## src/logic/filter_pkg.sv

```systemverilog
package filter_pkg;

	// Saturation limit of one 4-bit colour channel
	localparam logic [3:0] CHANNEL_MAX = 4'd15;

	// RGB444 pixel, red in the top nibble
	typedef struct packed {
		logic [3:0] r;
		logic [3:0] g;
		logic [3:0] b;
	} pixel_t;

	// One beat of the pixel stream
	typedef struct packed {
		pixel_t data;
		logic   sop;   // First pixel of a packet
		logic   eop;   // Last pixel of a packet
		logic   valid;
	} stream_t;

	// Filter selection, same encoding as the filter_num input
	typedef enum logic [1:0] {
		COLOUR     = 2'b00,  // Inversion
		BLUR       = 2'b01,
		BRIGHTNESS = 2'b10,
		EDGES      = 2'b11
	} filter_sel_e;

endpackage

```

## src/logic/blur_filter.sv

```systemverilog
module blur_filter import filter_pkg::*; (
	input  logic    clk,
	input  logic    arst_n,

	input  stream_t data_in,
	input  logic    ready_in,

	output logic    ready_out,
	output stream_t data_out
);

	pixel_t  prev_pix;  // Last pixel accepted in this packet
	pixel_t  ref_pix;
	logic    accept;
	stream_t result;

	// Mean of two channels, rounded up
	function automatic logic [3:0] mean_up(input logic [3:0] a, input logic [3:0] b);
		logic [4:0] sum;
		sum = {1'b0, a} + {1'b0, b} + 5'd1;
		return sum[4:1];
	endfunction

	assign ready_out = ready_in | ~data_out.valid;
	assign accept    = data_in.valid & ready_out;

	// A packet start is its own neighbour, so nothing leaks across eop
	assign ref_pix = data_in.sop ? data_in.data : prev_pix;

	always_comb begin
		result        = data_in;
		result.data.r = mean_up(data_in.data.r, ref_pix.r);
		result.data.g = mean_up(data_in.data.g, ref_pix.g);
		result.data.b = mean_up(data_in.data.b, ref_pix.b);
	end

	always_ff @(posedge clk or negedge arst_n) begin
		if (!arst_n) begin
			prev_pix <= '0;
		end else if (accept) begin
			prev_pix <= data_in.data;
		end
	end

	always_ff @(posedge clk or negedge arst_n) begin
		if (!arst_n) begin
			data_out <= '0;
		end else if (ready_out) begin
			data_out <= result;
		end
	end

endmodule

```

## src/logic/brightness_filter.sv

```systemverilog
module brightness_filter import filter_pkg::*; (
	input  logic       clk,
	input  logic       arst_n,
	input  logic [2:0] freq_flag,  // Brightness lift, 0 to 7

	input  stream_t    data_in,
	input  logic       ready_in,

	output logic       ready_out,
	output stream_t    data_out
);

	stream_t result;

	// Adds the lift to one channel and clips at full scale
	function automatic logic [3:0] lift_ch(input logic [3:0] ch, input logic [2:0] gain);
		logic [4:0] sum;
		sum = {1'b0, ch} + {2'b00, gain};
		if (sum > {1'b0, CHANNEL_MAX}) begin
			return CHANNEL_MAX;
		end
		return sum[3:0];
	endfunction

	assign ready_out = ready_in | ~data_out.valid;

	// freq_flag is taken with the beat it lands on
	always_comb begin
		result        = data_in;
		result.data.r = lift_ch(data_in.data.r, freq_flag);
		result.data.g = lift_ch(data_in.data.g, freq_flag);
		result.data.b = lift_ch(data_in.data.b, freq_flag);
	end

	always_ff @(posedge clk or negedge arst_n) begin
		if (!arst_n) begin
			data_out <= '0;
		end else if (ready_out) begin
			data_out <= result;
		end
	end

endmodule

```

## src/logic/edge_filter.sv

```systemverilog
module edge_filter import filter_pkg::*; (
	input  logic       clk,
	input  logic       arst_n,
	input  logic [2:0] freq_flag,  // Low two bits give the edge gain

	input  stream_t    data_in,
	input  logic       ready_in,

	output logic       ready_out,
	output stream_t    data_out
);

	pixel_t  prev_pix;
	pixel_t  ref_pix;
	logic    accept;
	stream_t result;

	// Absolute step between neighbours, amplified and clipped
	function automatic logic [3:0] edge_ch(
		input logic [3:0] cur,
		input logic [3:0] prev,
		input logic [1:0] shift
	);
		logic [3:0] diff;
		logic [6:0] scaled;
		diff   = (cur >= prev) ? cur - prev : prev - cur;
		scaled = {3'b000, diff} << shift;
		if (scaled > {3'b000, CHANNEL_MAX}) begin
			return CHANNEL_MAX;
		end
		return scaled[3:0];
	endfunction

	assign ready_out = ready_in | ~data_out.valid;
	assign accept    = data_in.valid & ready_out;
	assign ref_pix   = data_in.sop ? data_in.data : prev_pix;  // First pixel gives zero

	always_comb begin
		result        = data_in;
		result.data.r = edge_ch(data_in.data.r, ref_pix.r, freq_flag[1:0]);
		result.data.g = edge_ch(data_in.data.g, ref_pix.g, freq_flag[1:0]);
		result.data.b = edge_ch(data_in.data.b, ref_pix.b, freq_flag[1:0]);
	end

	always_ff @(posedge clk or negedge arst_n) begin
		if (!arst_n) begin
			prev_pix <= '0;
		end else if (accept) begin
			prev_pix <= data_in.data;
		end
	end

	always_ff @(posedge clk or negedge arst_n) begin
		if (!arst_n) begin
			data_out <= '0;
		end else if (ready_out) begin
			data_out <= result;
		end
	end

endmodule

```

## src/logic/filter_select.sv

```systemverilog
module filter_select import filter_pkg::*; (
	input  logic        clk,
	input  logic        arst_n,
	input  logic [2:0]  freq_flag,
	input  filter_sel_e filter_num,

	input  stream_t     data_in,
	input  logic        ready_in,

	output logic        ready_out,
	output stream_t     data_out
);

	filter_sel_e active_sel;  // Filter owning the current packet
	filter_sel_e sel;
	logic        sop_beat;
	logic        stall;
	stream_t     filt_in  [4];
	stream_t     filt_out [4];
	logic [3:0]  filt_ready_in;
	logic [3:0]  filt_ready_out;

	assign sop_beat = data_in.valid & data_in.sop;

	// Old filter must drain before a different one takes the new packet
	assign stall = sop_beat & (filter_num != active_sel) & data_out.valid;

	// filter_num only counts on a packet start
	assign sel = (sop_beat && !stall) ? filter_num : active_sel;

	assign ready_out = stall ? 1'b0 : filt_ready_out[sel];

	always_ff @(posedge clk or negedge arst_n) begin
		if (!arst_n) begin
			active_sel <= COLOUR;
		end else if (sop_beat && ready_out) begin
			active_sel <= filter_num;
		end
	end

	// Shared input, valid only reaches the selected filter
	always_comb begin
		for (int i = 0; i < 4; i++) begin
			filt_in[i]       = data_in;
			filt_in[i].valid = data_in.valid && !stall && (sel == filter_sel_e'(i));
		end
	end

	always_comb begin
		filt_ready_in      = '0;
		filt_ready_in[sel] = ready_in;  // Others see no ready and hold
	end

	// At most one filter holds a valid beat at any time
	always_comb begin
		data_out = filt_out[active_sel];
		for (int i = 0; i < 4; i++) begin
			if (filt_out[i].valid) begin
				data_out = filt_out[i];
			end
		end
	end

	inversion_filter inv_filt (
		.clk       (clk),
		.arst_n    (arst_n),
		.data_in   (filt_in[COLOUR]),
		.ready_in  (filt_ready_in[COLOUR]),
		.ready_out (filt_ready_out[COLOUR]),
		.data_out  (filt_out[COLOUR])
	);

	blur_filter blur_filt (
		.clk       (clk),
		.arst_n    (arst_n),
		.data_in   (filt_in[BLUR]),
		.ready_in  (filt_ready_in[BLUR]),
		.ready_out (filt_ready_out[BLUR]),
		.data_out  (filt_out[BLUR])
	);

	brightness_filter bright_filt (
		.clk       (clk),
		.arst_n    (arst_n),
		.freq_flag (freq_flag),
		.data_in   (filt_in[BRIGHTNESS]),
		.ready_in  (filt_ready_in[BRIGHTNESS]),
		.ready_out (filt_ready_out[BRIGHTNESS]),
		.data_out  (filt_out[BRIGHTNESS])
	);

	edge_filter edge_filt (
		.clk       (clk),
		.arst_n    (arst_n),
		.freq_flag (freq_flag),
		.data_in   (filt_in[EDGES]),
		.ready_in  (filt_ready_in[EDGES]),
		.ready_out (filt_ready_out[EDGES]),
		.data_out  (filt_out[EDGES])
	);

endmodule

```

## src/logic/inversion_filter.sv

```systemverilog
module inversion_filter import filter_pkg::*; (
	input  logic    clk,
	input  logic    arst_n,

	input  stream_t data_in,
	input  logic    ready_in,   // Back pressure from downstream

	output logic    ready_out,  // Back pressure to upstream
	output stream_t data_out
);

	stream_t result;

	// Register may load when it is empty or draining this cycle
	assign ready_out = ready_in | ~data_out.valid;

	always_comb begin
		result        = data_in;  // sop, eop and valid pass as they are
		result.data.r = CHANNEL_MAX - data_in.data.r;
		result.data.g = CHANNEL_MAX - data_in.data.g;
		result.data.b = CHANNEL_MAX - data_in.data.b;
	end

	// Output stage, holds its beat while stalled
	always_ff @(posedge clk or negedge arst_n) begin
		if (!arst_n) begin
			data_out <= '0;
		end else if (ready_out) begin
			data_out <= result;  // Empty input loads a bubble
		end
	end

endmodule

```

## src/logic/video_filter_top.sv

```systemverilog
module video_filter_top import filter_pkg::*; (
	input  logic        clk,
	input  logic        arst_n,
	input  logic [2:0]  freq_flag,   // Filter strength
	input  filter_sel_e filter_num,  // Taken at each packet start

	// Pixel stream from upstream
	input  stream_t     data_in,
	output logic        ready_out,

	// Filtered stream to downstream
	output stream_t     data_out,
	input  logic        ready_in
);

	// Later stages hook onto the selector output here
	filter_select u_select (
		.clk        (clk),
		.arst_n     (arst_n),
		.freq_flag  (freq_flag),
		.filter_num (filter_num),
		.data_in    (data_in),
		.ready_in   (ready_in),
		.ready_out  (ready_out),
		.data_out   (data_out)
	);

endmodule

```

## config.mk

```make
export PLATFORM = sky130hd
export DESIGN_NAME = video_filter_top
export DESIGN_NICKNAME = d
export VERILOG_FILES = /design/src/logic/filter_pkg.sv /design/src/logic/blur_filter.sv /design/src/logic/brightness_filter.sv /design/src/logic/edge_filter.sv /design/src/logic/filter_select.sv /design/src/logic/inversion_filter.sv /design/src/logic/video_filter_top.sv
export SDC_FILE = /design/constraint.sdc
export NUM_CORES = 1
export LEC_CHECK = 0
export BUFFER_PORTS_ARGS = -buffer_cell sky130_fd_sc_hd__clkbuf_2
export CAP_MARGIN = 20
export CELL_PAD_IN_SITES_DETAIL_PLACEMENT = 0
export CELL_PAD_IN_SITES_GLOBAL_PLACEMENT = 1
export CORE_AREA = 2 2 114 116
export DETAILED_ROUTE_END_ITERATION = 8
export DIE_AREA = 0 0 116 118
export PLACE_DENSITY_LB_ADDON = 0.1
export SLEW_MARGIN = 20
export SYNTH_ARGS = -nofsm -noshare
export SYNTH_HDL_FRONTEND = slang
export SYNTH_SLANG_ARGS = --single-unit
export TNS_END_PERCENT = 100
```

## constraint.sdc

```tcl
create_clock -name clk -period 3.81 [get_ports clk]
set_input_delay 0.1905 -clock clk [delete_from_list [all_inputs] [get_ports clk]]
set_output_delay 0.1905 -clock clk [all_outputs]
set_load 0.02 [all_outputs]
```

==> key figures <==
Place
  • Port Buffers: 38
  • Dpl hpwl: 12.3 mm
  • Placed cell area: 6680 um^2
  • Routability cong.: 0.828

Yosys
  • Synth Cell Area: 6330 um^2
  • Seq cells post-synth: 86
  • Yosys top cell by area: dfrtp_1
  • Post-Synthesis Cells: 703
  • Asr flop ratio synth: 100%
  • Synth top area cells: dfrtp_1 (34%), ha_1 (8.3%), mux2i_1 (5.8%)
  • Post-synth EDFFs: 0
  • Yosys top cell area share: approximately 34%
  • Sequential cell area fraction in the yosys report: between 30% and 40%
  • Ys Warns: 0
  • Syn_nets: 780
  • Most common flop cell mapped by yosys: dfrtp_1
  • Netlist cell types: 56
  • Syn_area_per_cell: between 9 and 10 um^2

Min path
  • Hold Path Depth: 3
  • Hold crit path type: in -> reg
  • Hold worst-path end: u_select.edge_filt.data_out[1]
  • Worst Hold Launch: data_in[1]

Worst setup path
  • Worst reg2reg setup slack: ~0.81 ns
  • Reg-to-reg startpoint: u_select.bright_filt.data_out[0]
  • Critical path launch point type: flip-flop
  • Critical path class: reg -> out
  • Crit path required time: 3.62 ns
  • Critical path arrival: 2.94 ns
  • Setup crit end kind: output port
  • R2R depth: 7
  • RR Endpoint: u_select.edge_filt.prev_pix[4]
  • CP Max Fanout: 7

Routing
  • Drt pass-1 iters: 5
  • Post-route ant nets: 0
  • Routed WL: roughly 17 mm
  • Post-route DRC: 0
  • Vias/cell: 5.86
  • Total number of vias: 5,312
  • Wire length per cell: ~18 um
  • Initial drt markers: 334

Run
  • Max_cap viols: 0

Clock network
  • Clk_lat worst skew: between 0.3 and 0.4 ns
  • Hold-fix buffers, CTS: 1
  • CTS tree: done
  • Htree depth: 3
  • Clk slew on worst S/H paths: 0.06 ns
  • Clock Tree Root: clkbuf_16
  • Clk sinks: 86
  • Postcts setup bufs: 0
  • Num CTS Buffers: 9
  • Clock Path Buffers: 2
  • # resized after CTS: 0

Timing
  • Max_slew headroom: 23.3%
  • Final min period: 3.13 ns
  • Fmax achieved: 0.320 GHz
  • Worst Skew: 0.00461 ns
  • Final setup viols: 0
  • Final Hold Vio Count: 0
  • Count of final max-slew check failures: 0
  • RSZ-0062 raised after global routing: no
  • Period utilization: between 80 and 90%
  • Least-Margin Pin Slew: 1.15 ns
  • Setup_tns: 0 ns

Floorplan
  • I/O pin cnt: 39
  • Starting density of the core: 51.0%
  • Die height: 118 um
  • CORE AREA: roughly 12,000 um^2
  • Row cnt: 41
  • Die X: 116 um
  • Die area: 13,700 um^2

Layout
  • ANT cells: 0
  • Fraction of layout cells with a size suffix above 1: 14.6%
  • Area Overhead vs Synth: 9.64%
  • # nets final: 808
  • Post-route cell area: 6940 um^2

Status
  • Status: completed

Global route
  • Pin count of the biggest net entering global routing: 54
  • Global-route wire length before repair: 27.2 mm
  • Total gr overflow: 0
  • Initial antenna violation count: 0
  • Number of global-route vias before repair: 5,209
  • GR Util All Layers: between 20% and 30%

Pwr
  • PwrDens: 812 nW/um^2
  • Total chip power: around 5600 uW
  • Worst IR drop on VDD: between 0.3 and 0.4 mV
  • Leakage power: between 0.003 and 0.004 uW
## area by class of cell
| cell class | count | area, um^2 |
|---|---|---|
| Clock buffer | 13 | 240 |
| Clock inverter | 2 | 10.0 |
| Fill cell | 1133 | 5470 |
| Inverter | 56 | 213 |
| Multi-Input combinational cell | 525 | 3800 |
| Sequential cell | 86 | 2150 |
| Tap cell | 172 | 215 |
| Timing Repair Buffer | 53 | 308 |
## cell families after synthesis
| family | share of synthesized area (%) |
|---|---|
| compound gates | 23.7 |
| xor+xnor | 1.52 |
| fa+ha+maj | 12.1 |
| buf+inv | 5.93 |
| flops | 34.0 |
| mux | 11.4 |
| simple gates | 11.3 |
## synth_stat cells (3+ instances only)
cell type  count
clkbuf_1      24
dfrtp_1       86
nand3_1        4
mux2_2        22
nor3_1         3
a22o_1         3
nor2b_1        3
ha_1          42
a21o_1        28
xor2_1         4
or3_1          3
nand2_1       77
mux2i_1       37
a22oi_1        8
buf_4          3
a211o_1        3
nor3b_1        5
a31oi_1       21
nor2_1        55
o211ai_1       5
a21oi_1       54
inv_1         53
o22ai_1       10
a21boi_0       6
o221ai_1       4
mux2_4         4
a31o_2         6
xnor2_1        7
a41oi_1        3
and2_1         3
and3_1         7
a211oi_1       4
o311ai_0       8
o21ai_0       51
buf_2          7
o2bb2ai_1      3
fa_1          12
a21bo_2        3
## how the worst max path moves through the flow
stage,slack [ns],from,end
after global placement,0.73,data_in[2],u_select.edge_filt.data_out[12]
after detailed placement,0.68,data_in[2],u_select.edge_filt.data_out[12]
final,0.68,u_select.bright_filt.data_out[0],ready_out
after global routing,0.54,u_select.bright_filt.data_out[0],ready_out
after CTS,0.65,u_select.bright_filt.data_out[0],ready_out
after floorplan,0.87,data_in[2],u_select.edge_filt.data_out[8]
## placed cells by master (no fill, tap or decap), types with 5 or more instances in the layout
cell type  synthesis  final
o21ai_0           51     51
nand2_1           77     77
nor2_1            55     55
ha_1              42     42
o22ai_1           10     10
and3_1             7      7
dfrtp_1           86     86
buf_4              3     15
o211ai_1           5      5
nor3b_1            5      5
o311ai_0           8      8
mux2i_1           37     37
a22oi_1            8      8
inv_1             53     53
fa_1              12     12
mux2_2            22     22
a21oi_1           54     54
xnor2_1            7      7
clkbuf_2           0     37
a21boi_0           6      6
a31oi_1           21     21
a21o_1            28     28
a31o_2             6      6
clkbuf_16          0      9
## report_power, final
part,switching [uW],internal [uW]
Combinational,1880,1270
Sequential,324,1360
Clock,359,437
## registers in the layout, indices dropped and copies added (netlist names)
signal / flops
u_select.active_sel: 2
u_select.bright_filt.data_out: 15
u_select.blur_filt.prev_pix: 12
u_select.edge_filt.prev_pix: 12
u_select.edge_filt.data_out: 15
u_select.inv_filt.data_out: 15
u_select.blur_filt.data_out: 15
## per-stage QoR
step                      cells  hold WS, ns  worst slack (ns)  utilization (%)
after floorplan             703       -0.105             0.871                -
after global placement      891        0.275             0.729             53.8
after detailed placement    891        0.288             0.679             53.8
after CTS                   907       0.0926             0.649             55.9
after global routing        907        0.118             0.544             55.9
final                       907        0.103             0.681             55.9
## routing by layer
layer / part of all wire [%] / global-route usage, % / vias up / wire, um
li1: - / - / 2560 / -
met1: 48 / 36.7 / 2610 / 8080
met2: 46 / 39.7 / 126 / 7630
met3: 4.3 / 4.27 / 16 / 726
met4: 1.7 / 8.63 / 0 / 289
met5: 0 / 0 / - / 0
## critical path, stage by stage (launching register included)
cell	delay, ns
dfrtp_1	0.49
nor4_2	0.38
and3_1	0.36
mux2i_4	0.45
mux4_2	0.55
a32oi_1	0.16
clkbuf_2	0.20
(Power assumes the default switching activity.)
